## config.mk

```make
export PLATFORM = sky130hd
export DESIGN_NAME = imm_gen
export DESIGN_NICKNAME = d
export VERILOG_FILES = /design/src/common/isa_pkg.sv /design/src/datapath/imm_gen.sv
export SDC_FILE = /design/constraint.sdc
export NUM_CORES = 1
export LEC_CHECK = 0
export BUFFER_PORTS_ARGS = -buffer_cell sky130_fd_sc_hd__buf_2
export CAP_MARGIN = 20
export CORE_MARGIN = 2
export CORE_UTILIZATION = 35
export DETAILED_ROUTE_END_ITERATION = 6
export PLACE_DENSITY = 0.85
export SETUP_SLACK_MARGIN = 0.5
export SYNTH_ARGS = -nofsm -noshare
export SYNTH_HDL_FRONTEND = slang
export SYNTH_SLANG_ARGS = --single-unit
```

## constraint.sdc

```tcl
create_clock -name vclk -period 4.5
set_clock_uncertainty 0.2 [all_clocks]
set_input_delay 0.9 -clock vclk [all_inputs]
set_output_delay 0.9 -clock vclk [all_outputs]
set_load 0.1 [all_outputs]
```

## src/common/isa_pkg.sv

```systemverilog
package isa_pkg;

    // data and instruction widths
    localparam int xlen = 64;
    localparam int ilen = 32;

    // major opcodes
    localparam logic [6:0] op_r      = 7'b0110011;
    localparam logic [6:0] op_imm    = 7'b0010011;
    localparam logic [6:0] op_load   = 7'b0000011;
    localparam logic [6:0] op_store  = 7'b0100011;
    localparam logic [6:0] op_branch = 7'b1100011;
    localparam logic [6:0] op_jal    = 7'b1101111;
    localparam logic [6:0] op_jalr   = 7'b1100111;
    localparam logic [6:0] op_lui    = 7'b0110111;
    localparam logic [6:0] op_auipc  = 7'b0010111;
    localparam logic [6:0] op_system = 7'b1110011;

    // alu funct3, add/sub and srl/sra share a code
    localparam logic [2:0] f3_add  = 3'b000;
    localparam logic [2:0] f3_sll  = 3'b001;
    localparam logic [2:0] f3_slt  = 3'b010;
    localparam logic [2:0] f3_sltu = 3'b011;
    localparam logic [2:0] f3_xor  = 3'b100;
    localparam logic [2:0] f3_srl  = 3'b101;
    localparam logic [2:0] f3_or   = 3'b110;
    localparam logic [2:0] f3_and  = 3'b111;

    // branch funct3
    localparam logic [2:0] f3_beq = 3'b000;
    localparam logic [2:0] f3_bne = 3'b001;
    localparam logic [2:0] f3_blt = 3'b100;
    localparam logic [2:0] f3_bge = 3'b101;

    // instruction formats, msb first
    typedef struct packed {
        logic [6:0] funct7;
        logic [4:0] rs2;
        logic [4:0] rs1;
        logic [2:0] funct3;
        logic [4:0] rd;
        logic [6:0] opcode;
    } r_fmt_t;

    typedef struct packed {
        logic [11:0] imm;
        logic [4:0]  rs1;
        logic [2:0]  funct3;
        logic [4:0]  rd;
        logic [6:0]  opcode;
    } i_fmt_t;

    typedef struct packed {
        logic [6:0] imm_hi;
        logic [4:0] rs2;
        logic [4:0] rs1;
        logic [2:0] funct3;
        logic [4:0] imm_lo;
        logic [6:0] opcode;
    } s_fmt_t;

    typedef struct packed {
        logic       imm12;
        logic [5:0] imm10_5;
        logic [4:0] rs2;
        logic [4:0] rs1;
        logic [2:0] funct3;
        logic [3:0] imm4_1;
        logic       imm11;
        logic [6:0] opcode;
    } b_fmt_t;

    typedef struct packed {
        logic [19:0] imm;
        logic [4:0]  rd;
        logic [6:0]  opcode;
    } u_fmt_t;

    typedef struct packed {
        logic       imm20;
        logic [9:0] imm10_1;
        logic       imm11;
        logic [7:0] imm19_12;
        logic [4:0] rd;
        logic [6:0] opcode;
    } j_fmt_t;

    // one word, six views
    typedef union packed {
        r_fmt_t r;
        i_fmt_t i;
        s_fmt_t s;
        b_fmt_t b;
        u_fmt_t u;
        j_fmt_t j;
    } instr_t;

endpackage
```

## src/datapath/imm_gen.sv

```systemverilog
`timescale 1ns/1ns
module imm_gen (
    input  isa_pkg::instr_t          instr,
    output logic [isa_pkg::xlen-1:0] imm
);
    import isa_pkg::*;

    // opcode sits in the same bits for every format
    always_comb begin
        case (instr.r.opcode)
            op_imm, op_load, op_jalr, op_system: begin
                imm = {{(xlen-12){instr.i.imm[11]}}, instr.i.imm};
            end
            op_store: begin
                imm = {{(xlen-12){instr.s.imm_hi[6]}}, instr.s.imm_hi, instr.s.imm_lo};
            end
            // branch offsets are even
            op_branch: begin
                imm = {{(xlen-13){instr.b.imm12}}, instr.b.imm12, instr.b.imm11,
                       instr.b.imm10_5, instr.b.imm4_1, 1'b0};
            end
            // upper immediate, sign taken from bit 31
            op_lui, op_auipc: begin
                imm = {{(xlen-32){instr.u.imm[19]}}, instr.u.imm, 12'd0};
            end
            op_jal: begin
                imm = {{(xlen-21){instr.j.imm20}}, instr.j.imm20, instr.j.imm19_12,
                       instr.j.imm11, instr.j.imm10_1, 1'b0};
            end
            default: imm = '0;
        endcase
    end

endmodule

```

# Word-level counts from Yosys, hierarchy flattened

Cells that the tools add are included.

Equal/unequal tests: 9
Multiplexer cells: 1
Reductions and logical operators: 2

Operator list:

| cell               | count |
|---|---|
| $pmux 64 s5        | 1 |
| $eq 7x7->1 const B | 4 |
| $eq 7x5->1 const B | 2 |
| $eq 7x6->1 const B | 2 |
| $eq 7x2->1 const B | 1 |
| $reduce_or 4->1    | 1 |
| $reduce_or 2->1    | 1 |

Flip-flop bits (word level): 0
Output and inout bits: 64

# Longest topological paths before layout

Word-level depth: 3
Depth in mapped cells: 6
Mapped depth without buffers: 4

# Least setup slack after synthesis

Ideal clock, no wire load.

Path kind: in2out
Start point: input port instr[4] (netlist name)
End point: output port imm[32] (netlist name)
Data arrival time: 4.874 ns
Data required time: 3.400 ns
Setup slack: -1.474 ns
Stages: 4
Buffers on the path: 1
Cells stage by stage: and2b_1 > nand3_2 > a31oi_1 > buf_4

Longest elaborated chain between the ends: 3
Elaborated cells on any way between the ends: 12
Classes of those cells: 9 x eq/ne; 1 x mux; 2 x reduce/logical

RTL lines:

| what                                               | line          | RTL |
|---|---|---|
| start, declared                                    | imm_gen.sv:3  | `input isa_pkg::instr_t instr,` |
| $eq 7x5->1, or another cell as far along           | imm_gen.sv:10 | `case (instr.r.opcode)` |
| $reduce_or 4->1 or $reduce_or 2->1 (tied branches) | imm_gen.sv:10 |  |
| $pmux 64 s5 (*)                                    | imm_gen.sv:10 |  |
| end, declared                                      | imm_gen.sv:4  | `output logic [isa_pkg::xlen-1:0] imm` |

Mark *: on every way between the ends. The rest lies on a longest branch, timed or not.

# Worst setup path in the final report

Start point: input port instr[4] (netlist name)
End point: output port imm[44] (netlist name)

The elaborated chain is that of the path after synthesis.

==> summary.json <==
{
  "timing.critical_path.required": {"value": 3.40, "unit": "ns"},
  "wl_per_cell": {"value": 10.1, "unit": "um"},
  "area.growth.synth_to_final": {"value": 30.9, "unit": "%"},
  "detailedPlace.worstSlack": {"value": 0.794, "unit": "ns"},
  "global_route.overflow_total": {"value": 0},
  "total_power": {"value": 148, "unit": "uW"},
  "grt_pass1_wl": {"value": 2950, "unit": "um"},
  "detail_route.wirelength": {"value": 2030, "unit": "um"},
  "fin_worst_hold_slack": {"value": 2.11, "unit": "ns"},
  "path_cells": {"value": "buf_2 -> and2b_1 -> nand3_2 -> a31oi_4 -> buf_2"},
  "design.seq.count": {"value": 0},
  "critical_path.max_stage_delay": {"value": 0.53, "unit": "ns"},
  "standard_cell_core_area": {"value": 2190, "unit": "um^2"},
  "placed_cells": {"value": 200},
  "globalRouteTotalUtil": {"value": 0.131},
  "cts-hold-fix-buffers": {"value": 0},
  "fin_crit": {"value": 3.69, "unit": "ns"},
  "antenna_violations_before_repair": {"value": 0},
  "cts_resized": {"value": 0},
  "setup.worst_path.end_class": {"value": "primary output"},
  "timing.critical_path.arrival": {"value": 2.59, "unit": "ns"},
  "vdd_ir_drop_max": {"value": 0.0000705, "unit": "V"},
  "route.detailed.drc": {"value": 0},
  "initialDrtViolationCount": {"value": 10},
  "die_area": {"value": 2680, "unit": "um^2"},
  "fin_cells": {"value": 200},
  "unrepaired_setup_endpoints_after_global_routing": {"value": "no"},
  "dieHeight": {"value": 51.8, "unit": "um"},
  "timing.critical_path.slowest_stage_cell": {"value": "buf_2"},
  "synthesis.yosys.warnings": {"value": 0},
  "cell_area_after_technology_mapping": {"value": 798, "unit": "um^2"},
  "setup_viol": {"value": 0},
  "p_leak": {"value": 0.842, "unit": "nW"},
  "design.final.nets": {"value": 206},
  "most_used_cell_cp": {"value": "buf_2"},
  "placement.cell_area": {"value": 1040, "unit": "um^2"},
  "worst-path-max-fanout": {"value": 33},
  "gate_count_post_synth": {"value": 114},
  "mappedNetlistNets": {"value": 146},
  "postCtsSetupBuffers": {"value": 0},
  "largest_net_degree_at_the_start_of_global_routing": {"value": 34},
  "max_slew_headroom": {"value": 0.638},
  "floorplan.die.width": {"value": 51.8, "unit": "um"},
  "avgViaCountPerCell": {"value": 4.66},
  "critPathLaunchType": {"value": "input port"},
  "setup_slack": {"value": 0.815, "unit": "ns"},
  "io_pins": {"value": 96},
  "hold_path_class": {"value": "in -> out"},
  "hold_viol": {"value": 0},
  "first_pass_detailed_route_iteration_total": {"value": 3},
  "total_inserted_antenna_cells": {"value": 0},
  "path_class": {"value": "in -> out"},
  "detailed_place_hpwl": {"value": 1710, "unit": "um"},
  "first_global_vias": {"value": 659},
  "num_rows": {"value": 17},
  "maxCapViolCount": {"value": 0},
  "dr_total_vias": {"value": 932},
  "utilization": {"value": 0.477},
  "final_layout_size_suffix_gt1_frac": {"value": 0.616},
  "place.port_buffers": {"value": 96},
  "postRouteAntennaNets": {"value": 0},
  "final_min_period_over_clock_period": {"value": 0.819},
  "report.final.slew_viol_count": {"value": 0},
  "syn_avg_cell_area": {"value": 7.00, "unit": "um^2"},
  "design_area": {"value": 1040, "unit": "um^2"},
  "initial_core_utilization": {"value": 0.364},
  "fin_tns_setup": {"value": 0, "unit": "ns"},
  "register_area": {"value": 0, "unit": "um^2"},
  "outcome": {"value": "finished clean"},
  "number_of_library_cell_types_mapped_by_synthesis": {"value": 32},
  "max_slew.worst_pin.slew": {"value": 0.542, "unit": "ns"},
  "gp_congestion": {"value": 0.881},
  "synth-seq-area-share": {"value": 0},
  "achievable-frequency": {"value": 271, "unit": "MHz"},
  "power_density_relative_to_cell_area": {"value": 141, "unit": "nW/um^2"},
  "n_clock_buffer": {"value": 0}
}
Yosys cell counts (2+ instances only):
library cell  count  area [um^2]
buf_4            33          248
nor3b_1           2         15.0
a21oi_1           3         15.0
a21o_1           19          143
a22o_1            4         35.0
a31oi_2           2         25.0
buf_6             2         22.5
buf_2             2         10.0
a31oi_1           3         18.8
or3_1             2         12.5
nor2_2            2         12.5
and3_1            8         50.1
nor2_1            6         22.5
nand2_1           5         18.8
nand3_1           4         20.0
worst max-delay path: cells and delay by family:
| kind | cells | cell delay (ns) |
|---|---|---|
| AO/OA/AOI/OAI | 1 | 0.52 |
| buffers and inverters | 2 | 0.69 |
| AND/OR/NAND/NOR | 2 | 0.46 |
cells by family (layout without fill, tap and decap cells):
| logic type | Yosys count | in the layout | synth area share |
|---|---|---|---|
| simple gates | 37 | 37 | 0.265 |
| compound gates | 38 | 38 | 0.367 |
| buf+inv | 38 | 96 | 0.356 |
| mux | 1 | 1 | 0.0125 |
final timing paths:
path,startpoint,to,slack [ns],cells after the start
max,instr[4],imm[44],0.81,5
min,instr[26],imm[6],2.11,3
layout by cell type, fill, tap and decap left out, types with 2 or more instances in the layout:
| cell type | netlist | routed |
|---|---|---|
| nor3b_1 | 2 | 2 |
| a31oi_1 | 3 | 2 |
| or3_1 | 2 | 2 |
| nand2_1 | 5 | 5 |
| a31oi_2 | 2 | 2 |
| a21oi_1 | 3 | 3 |
| nand3_1 | 4 | 4 |
| nor2_2 | 2 | 2 |
| a22o_1 | 4 | 4 |
| buf_2 | 2 | 96 |
| a21o_1 | 19 | 19 |
| and3_1 | 8 | 8 |
| nor2_1 | 6 | 6 |
layout make-up:
| cell class | instances | area [um^2] |
|---|---|---|
| Fill cell | 235 | 1150 |
| Multi-Input combinational cell | 76 | 529 |
| Tap cell | 28 | 35.0 |
| Timing Repair Buffer | 96 | 480 |
routing by layer:
layer  up-vias  track usage  wire (um)
met5         -            0          0
met4         0            0          0
met3         0            0        124
met2        36        0.244       1030
met1       399        0.179        873
li1        497            -          -
report_power, final:
part	switching, mW	total, mW	internal (mW)
Combinational	0.119	0.148	0.0285
Sequential	0	0	0
Clock	0	0	0
Total	0.119	0.148	0.0285
Power figures use the tool's default switching activity.
