`config.mk`:
```
export PLATFORM = sky130hd
export DESIGN_NAME = control_unit
export DESIGN_NICKNAME = d
export VERILOG_FILES = /design/src/common/isa_pkg.sv /design/src/common/core_pkg.sv /design/src/verilog/control_unit.sv
export SDC_FILE = /design/constraint.sdc
export NUM_CORES = 1
export LEC_CHECK = 0
export BUFFER_PORTS_ARGS = -buffer_cell sky130_fd_sc_hd__buf_2
export CORE_AREA = 2 2 361 363
export CTS_CLUSTER_DIAMETER = 30
export DETAILED_ROUTE_END_ITERATION = 8
export DIE_AREA = 0 0 363 365
export GPL_ROUTABILITY_DRIVEN = 0
export HOLD_SLACK_MARGIN = 0.06
export PLACE_DENSITY_LB_ADDON = 0.12
export REMOVE_ABC_BUFFERS = 1
export SYNTH_ARGS = -nofsm -noshare
export SYNTH_HDL_FRONTEND = slang
export SYNTH_SLANG_ARGS = --single-unit
```
`constraint.sdc`:
```
create_clock -name clk -period 10.3 [get_ports clk]
set_clock_uncertainty 0.05 [all_clocks]
set_input_delay 1.545 -clock clk [delete_from_list [all_inputs] [get_ports clk]]
set_output_delay 1.545 -clock clk [all_outputs]
set_load 0.005 [all_outputs]
```
`src/common/isa_pkg.sv`:
```
package isa_pkg;

    // data and instruction widths
    localparam int xlen = 64;
    localparam int ilen = 32;

    // major opcodes
    localparam logic [6:0] op_r      = 7'b0110011;
    localparam logic [6:0] op_imm    = 7'b0010011;
    localparam logic [6:0] op_load   = 7'b0000011;
    localparam logic [6:0] op_store  = 7'b0100011;
    localparam logic [6:0] op_branch = 7'b1100011;
    localparam logic [6:0] op_jal    = 7'b1101111;
    localparam logic [6:0] op_jalr   = 7'b1100111;
    localparam logic [6:0] op_lui    = 7'b0110111;
    localparam logic [6:0] op_auipc  = 7'b0010111;
    localparam logic [6:0] op_system = 7'b1110011;

    // alu funct3, add/sub and srl/sra share a code
    localparam logic [2:0] f3_add  = 3'b000;
    localparam logic [2:0] f3_sll  = 3'b001;
    localparam logic [2:0] f3_slt  = 3'b010;
    localparam logic [2:0] f3_sltu = 3'b011;
    localparam logic [2:0] f3_xor  = 3'b100;
    localparam logic [2:0] f3_srl  = 3'b101;
    localparam logic [2:0] f3_or   = 3'b110;
    localparam logic [2:0] f3_and  = 3'b111;

    // branch funct3
    localparam logic [2:0] f3_beq = 3'b000;
    localparam logic [2:0] f3_bne = 3'b001;
    localparam logic [2:0] f3_blt = 3'b100;
    localparam logic [2:0] f3_bge = 3'b101;

    // instruction formats, msb first
    typedef struct packed {
        logic [6:0] funct7;
        logic [4:0] rs2;
        logic [4:0] rs1;
        logic [2:0] funct3;
        logic [4:0] rd;
        logic [6:0] opcode;
    } r_fmt_t;

    typedef struct packed {
        logic [11:0] imm;
        logic [4:0]  rs1;
        logic [2:0]  funct3;
        logic [4:0]  rd;
        logic [6:0]  opcode;
    } i_fmt_t;

    typedef struct packed {
        logic [6:0] imm_hi;
        logic [4:0] rs2;
        logic [4:0] rs1;
        logic [2:0] funct3;
        logic [4:0] imm_lo;
        logic [6:0] opcode;
    } s_fmt_t;

    typedef struct packed {
        logic       imm12;
        logic [5:0] imm10_5;
        logic [4:0] rs2;
        logic [4:0] rs1;
        logic [2:0] funct3;
        logic [3:0] imm4_1;
        logic       imm11;
        logic [6:0] opcode;
    } b_fmt_t;

    typedef struct packed {
        logic [19:0] imm;
        logic [4:0]  rd;
        logic [6:0]  opcode;
    } u_fmt_t;

    typedef struct packed {
        logic       imm20;
        logic [9:0] imm10_1;
        logic       imm11;
        logic [7:0] imm19_12;
        logic [4:0] rd;
        logic [6:0] opcode;
    } j_fmt_t;

    // one word, six views
    typedef union packed {
        r_fmt_t r;
        i_fmt_t i;
        s_fmt_t s;
        b_fmt_t b;
        u_fmt_t u;
        j_fmt_t j;
    } instr_t;

endpackage
```
`src/common/core_pkg.sv`:
```
package core_pkg;

    // multicycle fsm states
    typedef enum logic [2:0] {
        s_fetch,
        s_fetch_wait,
        s_decode,
        s_execute,
        s_mem,
        s_mem_wait,
        s_writeback,
        s_halt
    } cu_state_t;

    // alu operations
    typedef enum logic [3:0] {
        alu_add,
        alu_sub,
        alu_and,
        alu_or,
        alu_xor,
        alu_sll,
        alu_srl,
        alu_sra,
        alu_slt,
        alu_sltu
    } alu_op_t;

    // control unit to data memory
    typedef struct packed {
        logic                     req;
        logic                     we;
        logic [isa_pkg::xlen-1:0] addr;
        logic [isa_pkg::xlen-1:0] wdata;
    } dmem_req_t;

    // one record per retired instruction
    typedef struct packed {
        logic                     valid;
        logic [isa_pkg::xlen-1:0] pc;
        logic [4:0]               rd;
        logic [isa_pkg::xlen-1:0] value;
    } retire_t;

    // data memory size in doublewords
    localparam int dmem_depth = 256;
    localparam int dmem_aw = $clog2(dmem_depth);

endpackage

```
`src/verilog/control_unit.sv`:
```
`timescale 1ns/1ns
module control_unit (
    input  logic                     clk,
    input  logic                     rst,
    output logic                     ifetch_req,
    output logic [isa_pkg::xlen-1:0] ifetch_addr,
    input  logic                     ifetch_ack,
    input  isa_pkg::instr_t          ifetch_data,
    output core_pkg::dmem_req_t      dmem,
    input  logic                     dmem_ack,
    input  logic [isa_pkg::xlen-1:0] dmem_rdata,
    output isa_pkg::instr_t          instr,
    output logic [4:0]               rs1_idx,
    output logic [4:0]               rs2_idx,
    input  logic [isa_pkg::xlen-1:0] rs1_val,
    input  logic [isa_pkg::xlen-1:0] rs2_val,
    output logic                     rf_we,
    output logic [4:0]               rf_waddr,
    output logic [isa_pkg::xlen-1:0] rf_wdata,
    input  logic [isa_pkg::xlen-1:0] imm,
    output core_pkg::alu_op_t        alu_op,
    output logic [isa_pkg::xlen-1:0] alu_a,
    output logic [isa_pkg::xlen-1:0] alu_b,
    input  logic [isa_pkg::xlen-1:0] alu_y,
    input  logic                     br_taken,
    output core_pkg::retire_t        retire,
    output logic                     finished
);
    import isa_pkg::*;
    import core_pkg::*;

    cu_state_t       state;
    logic [xlen-1:0] pc;
    logic [xlen-1:0] pc_plus4;
    logic [xlen-1:0] pc_next;
    logic [xlen-1:0] npc_q;
    logic [xlen-1:0] a_q;
    logic [xlen-1:0] b_q;
    logic [xlen-1:0] res_q;
    instr_t          ir;
    logic [6:0]      opc;
    logic            has_rd;
    logic            mem_got;

    // everything decodes from the latched word
    assign opc = ir.r.opcode;
    assign instr = ir;
    assign rs1_idx = ir.r.rs1;
    assign rs2_idx = ir.r.rs2;
    assign ifetch_addr = pc;
    assign pc_plus4 = pc + xlen'(ilen / 8);
    // no rd for stores and branches
    assign has_rd = (opc != op_store) && (opc != op_branch);

    // alu operands and op from opcode
    always_comb begin
        alu_a = a_q;
        alu_b = imm;
        alu_op = alu_add;
        case (opc)
            op_r, op_imm: begin
                if (opc == op_r) begin
                    alu_b = b_q;
                end
                case (ir.r.funct3)
                    f3_add:  alu_op = (opc == op_r && ir.r.funct7[5]) ? alu_sub : alu_add;
                    f3_sll:  alu_op = alu_sll;
                    f3_slt:  alu_op = alu_slt;
                    f3_sltu: alu_op = alu_sltu;
                    f3_xor:  alu_op = alu_xor;
                    // bit 30 picks arithmetic shift, also for srai
                    f3_srl:  alu_op = ir.r.funct7[5] ? alu_sra : alu_srl;
                    f3_or:   alu_op = alu_or;
                    f3_and:  alu_op = alu_and;
                    default: alu_op = alu_add;
                endcase
            end
            // comparator only, on rs1 and rs2
            op_branch: alu_b = b_q;
            op_lui:    alu_a = '0;
            op_auipc:  alu_a = pc;
            default: ;
        endcase
    end

    // next pc, valid in s_execute
    always_comb begin
        case (opc)
            op_branch: pc_next = br_taken ? pc + imm : pc_plus4;
            op_jal:    pc_next = pc + imm;
            // jalr target is rs1 + imm with bit 0 cleared
            op_jalr:   pc_next = alu_y & ~xlen'(1);
            default:   pc_next = pc_plus4;
        endcase
    end

    // data request drops as soon as ack is seen
    assign dmem.req = (state == s_mem) ||
                      (state == s_mem_wait && !mem_got && !dmem_ack);
    assign dmem.we = (opc == op_store);
    assign dmem.addr = res_q;
    assign dmem.wdata = b_q;

    // write-back port
    assign rf_we = (state == s_writeback) && has_rd;
    assign rf_waddr = ir.r.rd;
    assign rf_wdata = res_q;

    // retire pulse in writeback, or first halt cycle for ecall
    assign retire.valid = (state == s_writeback) || (state == s_halt && !finished);
    assign retire.pc = pc;
    assign retire.rd = (state == s_writeback && has_rd) ? ir.r.rd : 5'd0;
    assign retire.value = (state == s_writeback && has_rd) ? res_q : '0;

    // fsm, pc and handshake flags
    always_ff @(posedge clk) begin
        if (rst) begin
            state <= s_fetch;
            pc <= '0;
            ifetch_req <= 1'b0;
            mem_got <= 1'b0;
            finished <= 1'b0;
        end else begin
            case (state)
                s_fetch: begin
                    ifetch_req <= 1'b1;
                    state <= s_fetch_wait;
                end
                s_fetch_wait: begin
                    // drop req on ack, leave once ack is low again
                    if (ifetch_req && ifetch_ack) begin
                        ifetch_req <= 1'b0;
                    end else if (!ifetch_req && !ifetch_ack) begin
                        state <= s_decode;
                    end
                end
                s_decode: state <= s_execute;
                s_execute: begin
                    mem_got <= 1'b0;
                    if (opc == op_system) begin
                        state <= s_halt;
                    end else if (opc == op_load || opc == op_store) begin
                        state <= s_mem;
                    end else begin
                        state <= s_writeback;
                    end
                end
                s_mem: state <= s_mem_wait;
                s_mem_wait: begin
                    if (!mem_got && dmem_ack) begin
                        mem_got <= 1'b1;
                    end else if (mem_got && !dmem_ack) begin
                        state <= s_writeback;
                    end
                end
                s_writeback: begin
                    pc <= npc_q;
                    state <= s_fetch;
                end
                // halted for good
                default: finished <= 1'b1;
            endcase
        end
    end

    // instruction, operand and result registers
    always_ff @(posedge clk) begin
        if (state == s_fetch_wait && ifetch_req && ifetch_ack) begin
            ir <= ifetch_data;
        end
        if (state == s_decode) begin
            a_q <= rs1_val;
            b_q <= rs2_val;
        end
        if (state == s_execute) begin
            // jumps link pc + 4, the rest keep the alu result
            res_q <= (opc == op_jal || opc == op_jalr) ? pc_plus4 : alu_y;
            npc_q <= pc_next;
        end
        if (state == s_mem_wait && !mem_got && dmem_ack && !dmem.we) begin
            res_q <= dmem_rdata;
        end
    end

    // fetch and data traffic never overlap
    assert property (@(posedge clk) disable iff (rst) !(ifetch_req && dmem.req));

    // every data access is an aligned doubleword inside memory
    assert property (@(posedge clk) disable iff (rst)
        dmem.req |-> (dmem.addr[2:0] == 3'd0) && (dmem.addr < xlen'(dmem_depth * 8)));

endmodule

```
Yosys cells after proc, flatten, opt, wreduce, memory -nomap -nowiden
Index checks and enable logic that the tools add are counted.

Word-level logic and storage cells: 104. Register bits: 358. Input bits: 357.

Equality and inequality tests: 32. Reduce and logical (&&, ||, !) cells: 35. Mux-type cells: 25. $add $sub $neg: 2.

Operators with widths (number): $mux 64 (6); $pmux 64 s2 (2); $pmux 64 s3 (1); $add 64x3->64 const B (1); $add 64x64->64 (1); $pmux 4 s8 (1); $eq 7x7->1 const B (4); $eq 3x3->1 const B (8); $eq 7x6->1 const B (3); $pmux 3 s7 (1); $eq 7x5->1 const B (2); $logic_and 1x1->1 (14); $eq 3x2->1 const B (4); $mux 3 (4); $ne 2x2->1 const B (4); $eq 7x2->1 const B (1); $ne 7x6->1 const B (1); $ne 7x7->1 const B (1); $reduce_bool 7->1 (1); $reduce_or 7->1 (1); $eq 3x1->1 const B (2); $logic_not 1->1 (6); $logic_not 3->1 (2); $reduce_bool 2->1 (3); other kinds (10) (20).

Longest topological paths before layout
Depth after elaboration: 5. Gate-level depth with buffers: 13. Gate-level depth less buffers: 13.

Least setup slack after synthesis
No wires, ideal clock.

Path kind: reg-to-reg. Start point: register state[0]. End point: register a_q[0] (enable). Buffers on the path: 1. Slack: -0.398 ns. Arrival time: 9.850 ns. Clock period less this slack: 10.698 ns. Required time: 9.452 ns. Setup time: 0.798 ns. Cell stages (with the launch flop): 3. Cell sequence: dfxtp_1 > buf_1 > nor3b_1.

Cells in the longest elaborated chain, start to end: 1.

Ends and longest elaborated chain: start: declaration (RTL line control_unit.sv:32) `cu_state_t state;`; start signal: assignment (RTL line control_unit.sv:118) `state <= s_fetch;`; start signal: assignment (RTL line control_unit.sv:127) `state <= s_fetch_wait;`; start signal: assignment (RTL line control_unit.sv:134) `state <= s_decode;`; $eq 3x2->1 (RTL line control_unit.sv:171) `if (state == s_decode) begin`; end signal: assignment (RTL line control_unit.sv:172) `a_q <= rs1_val;`; end: declaration (RTL line control_unit.sv:37) `logic [xlen-1:0] a_q;`.

No other way between the ends. A chain may end at the register's enable or synchronous reset.

==> run_summary.xml <==
<?xml version="1.0" encoding="UTF-8"?>
<metrics>
  <group name="grt">
    <metric name="grt_start_max_net_pins" unit="">70</metric>
    <metric name="grt_remaining_overflow" unit="">0</metric>
    <metric name="antenna_found_initial" unit="">36</metric>
    <metric name="grt_use_total" unit="">0.163</metric>
    <metric name="grt_pass1_vias" unit="">21000</metric>
    <metric name="wire_length_of_the_first_global_routing_pass" unit="µm">154000</metric>
  </group>
  <group name="power">
    <metric name="power.density_cell_area" unit="nW/µm²">190</metric>
    <metric name="power.combinational.fraction" unit="">0.062</metric>
    <metric name="switchingPower" unit="mW">1.44</metric>
    <metric name="overall_power_of_the_completed_layout" unit="mW">6.07</metric>
    <metric name="max-vdd-ir-drop" unit="µV">157</metric>
    <metric name="seqPwrFrac" unit="">0.277</metric>
    <metric name="cellLeakagePower" unit="nW">13.6</metric>
    <metric name="swShare" unit="">0.237</metric>
    <metric name="internal-power" unit="mW">4.63</metric>
    <metric name="clock_power_share" unit="">0.661</metric>
  </group>
  <group name="clock_tree">
    <metric name="insertion_delay" unit="ns">0.74</metric>
    <metric name="post_cts.resized_instances" unit="">0</metric>
    <metric name="cts-root-to-sink-buffers" unit="">3</metric>
    <metric name="cts_hold_buffers" unit="">0</metric>
    <metric name="cts_root_buf" unit="">sky130_fd_sc_hd__clkbuf_16</metric>
    <metric name="numCtsBuffers" unit="">141</metric>
    <metric name="numClockSinks" unit="">358</metric>
    <metric name="cts_tree" unit="">done</metric>
    <metric name="post_cts.repair.setup_buffers" unit="">0</metric>
    <metric name="worst_setup_hold_path_clk_slew" unit="ns">0.04</metric>
    <metric name="htree_num_levels" unit="">4</metric>
  </group>
  <group name="yosys">
    <metric name="seq_cells_post_synth" unit="">358</metric>
    <metric name="synth.yosys.seq_area_share" unit="">0.460</metric>
    <metric name="synth_top_flop_cell" unit="">sky130_fd_sc_hd__edfxtp_1</metric>
    <metric name="synth.lib_cells_used.distinct" unit="">78</metric>
    <metric name="async_set_or_reset_flop_fraction_in_the_synthesized_netlist" unit="">0</metric>
    <metric name="yosys.area.top_type_share" unit="">0.396</metric>
    <metric name="synth_area" unit="µm²">21900</metric>
    <metric name="synthesis.instances" unit="">2314</metric>
    <metric name="yosysTopAreaCell" unit="">sky130_fd_sc_hd__edfxtp_1</metric>
    <metric name="synth_area_per_inst" unit="µm²">9.45</metric>
    <metric name="post-synth-top-count-cell" unit="">sky130_fd_sc_hd__nand2_1</metric>
    <metric name="synth.top_cells.by_area" unit="">sky130_fd_sc_hd__edfxtp_1 40%, sky130_fd_sc_hd__nand2_1 6.7%, sky130_fd_sc_hd__dfxtp_1 6.4%</metric>
    <metric name="synth-edff-count" unit="">288</metric>
    <metric name="synth.cells.most_frequent" unit="">393 x sky130_fd_sc_hd__nand2_1, 288 x sky130_fd_sc_hd__edfxtp_1, 181 x sky130_fd_sc_hd__a21oi_1</metric>
    <metric name="synthesis.yosys.warnings" unit="">0</metric>
  </group>
  <group name="die">
    <metric name="height_of_the_die" unit="µm">365</metric>
    <metric name="die_width" unit="µm">363</metric>
    <metric name="die_area" unit="µm²">132000</metric>
    <metric name="rows" unit="">132</metric>
    <metric name="initial_utilization" unit="">0.170</metric>
    <metric name="coreArea" unit="µm²">129000</metric>
    <metric name="io_pins" unit="">931</metric>
  </group>
  <group name="status">
    <metric name="status" unit="">completed</metric>
  </group>
  <group name="worst_setup_path">
    <metric name="crit_path_cell_trace" unit="">nand2_1, or2_4, a21oi_4, buf_4, and2_1, buf_2</metric>
    <metric name="critPathMaxStageDelay" unit="ns">0.79</metric>
    <metric name="critPathArrivalTime" unit="ns">3.85</metric>
    <metric name="slowest_stage" unit="">sky130_fd_sc_hd__a21oi_4</metric>
    <metric name="crit_fanout" unit="">45</metric>
    <metric name="timing.critical_path.from_type" unit="">flop</metric>
    <metric name="criticalPathCategory" unit="">flop to primary output</metric>
    <metric name="endpoint_kind" unit="">primary output</metric>
    <metric name="cp.required" unit="ns">8.71</metric>
  </group>
  <group name="placement">
    <metric name="io_buffers" unit="">930</metric>
    <metric name="pre_cts_slack" unit="ns">4.85</metric>
    <metric name="hpwl_after_dpl" unit="µm">86900</metric>
  </group>
  <group name="sta">
    <metric name="finalWorstPathRequiredPeriod" unit="ns">5.45</metric>
    <metric name="achievable-frequency" unit="GHz">0.184</metric>
    <metric name="worstMarginPinSlew" unit="ns">1.09</metric>
    <metric name="final-setup-viol-count" unit="">0</metric>
    <metric name="setup_repair_after_global_routing_missed_its_margin" unit="">no</metric>
    <metric name="final_hold_viol_count" unit="">0</metric>
    <metric name="setup_slack" unit="ns">4.85</metric>
    <metric name="min_period_over_period" unit="">0.529</metric>
    <metric name="worst_slew_margin_rel" unit="">0.271</metric>
    <metric name="drv_slew" unit="">0</metric>
    <metric name="timing.setup.tns" unit="ns">0</metric>
  </group>
  <group name="drt">
    <metric name="num_vias" unit="">20900</metric>
    <metric name="drt-wirelength-per-cell" unit="µm">22.8</metric>
    <metric name="final_antenna_net_count" unit="">0</metric>
    <metric name="detail_route.drc_violations" unit="">0</metric>
    <metric name="drt-vias-per-instance" unit="">4.23</metric>
    <metric name="drt_pass1_iterations" unit="">5</metric>
    <metric name="wl" unit="µm">113000</metric>
    <metric name="dr.first_iter.drc_count" unit="">1007</metric>
  </group>
  <group name="hold_path">
    <metric name="hold_class" unit="">flop to flop</metric>
  </group>
  <group name="finish">
    <metric name="drive_above_1_share" unit="">0.389</metric>
    <metric name="layout-area-overhead-vs-synth" unit="%">46.0</metric>
    <metric name="postLayoutCoreUtil" unit="">0.248</metric>
    <metric name="finalNetCount" unit="">3563</metric>
  </group>
  <group name="run">
    <metric name="timing.max_cap.violations" unit="">0</metric>
  </group>
</metrics>
==> placed cells by master, fill, tap and decap left out, types with 57 or more instances in the layout <==
cell type	count
sky130_fd_sc_hd__a21oi_1	178
sky130_fd_sc_hd__o21ai_0	130
sky130_fd_sc_hd__and2_1	80
sky130_fd_sc_hd__buf_2	929
sky130_fd_sc_hd__dfxtp_1	70
sky130_fd_sc_hd__nor2_1	112
sky130_fd_sc_hd__edfxtp_1	288
sky130_fd_sc_hd__xor2_1	57
sky130_fd_sc_hd__xnor2_1	58
sky130_fd_sc_hd__clkbuf_16	142
sky130_fd_sc_hd__nand2_1	391
sky130_fd_sc_hd__nand2b_1	69
sky130_fd_sc_hd__ha_1	64
sky130_fd_sc_hd__mux2_2	64
==> metrics by stage <==
step	hold WS, ns	cells	instance area [µm²]
3_3_place_gp	0.428	4673	27400
3_5_place_dp	0.431	4673	27400
5_1_grt	0.457	4932	31900
2_1_floorplan	0.421	2040	20300
6_report	0.441	4933	31900
4_1_cts	0.435	4930	31900
==> power groups by stage <==
stage / Sequential, mW / Clock, mW / Combinational (mW)
floorplan: 1.71 / 0 / 0.145
global placement: 1.70 / 0 / 0.389
detailed placement: 1.70 / 0 / 0.389
CTS: 1.68 / 4.12 / 0.391
global route: 1.69 / 4.20 / 0.420
finish: 1.68 / 4.01 / 0.379
==> critical path, delay by kind of cell, from the launching register on <==
kind / cells / cell delay, ns
buffers and inverters: 2 / 0.65
AND/OR/NAND/NOR: 3 / 0.92
flip-flops: 1 / 0.67
AO/OA/AOI/OAI: 1 / 0.79
==> metal layers <==
metal / vias up / wire (µm) / part of all wire / GRT usage
met3: 179 / 7530 / 0.067 / 0.0449
met5: - / 242 / 0.0022 / 0
met4: 36 / 2490 / 0.022 / 0.0507
met2: 800 / 57100 / 0.51 / 0.292
li1: 9874 / - / - / -
met1: 9992 / 45200 / 0.40 / 0.188
==> cells by family after synthesis <==
kind of cell	after synthesis	synth area share
mux	83	0.0418
simple gates	826	0.178
fa+ha+maj	65	0.0375
flops	358	0.460
compound gates	566	0.161
xor+xnor	115	0.0461
buf+inv	301	0.0766
==> area by class of cell <==
type | count | area (µm²)
Antenna cell | 3 | 7.51
Clock buffer | 189 | 3860
Clock inverter | 68 | 693
Fill cell | 14100 | 96700
Inverter | 27 | 101
Multi-Input combinational cell | 1655 | 10300
Sequential cell | 358 | 10000
Tap cell | 1675 | 2100
Timing Repair Buffer | 958 | 4870
==> flip-flops by register name (all words and copies together) (netlist names) <==
| register | flops |
|---|---|
| a_q | 64 |
| b_q | 64 |
| ifetch_addr | 64 |
| npc_q | 64 |
| rf_wdata | 64 |
| instr | 32 |
| state | 3 |
| finished | 1 |
| ifetch_req | 1 |
| mem_got | 1 |
==> path summary, 6_finish.rpt <==
| kind | startpoint | end | slack (ns) | cells after the start |
|---|---|---|---|---|
| max | state[2] | retire[0] | 4.85 | 6 |
| min | npc_q[30] | ifetch_addr[30] | 0.44 | 2 |
| max reg2reg | ifetch_addr[4] | npc_q[53] | 6.09 | 11 |
| min reg2reg | npc_q[30] | ifetch_addr[30] | 0.44 | 2 |
(Power assumes the default switching activity.)
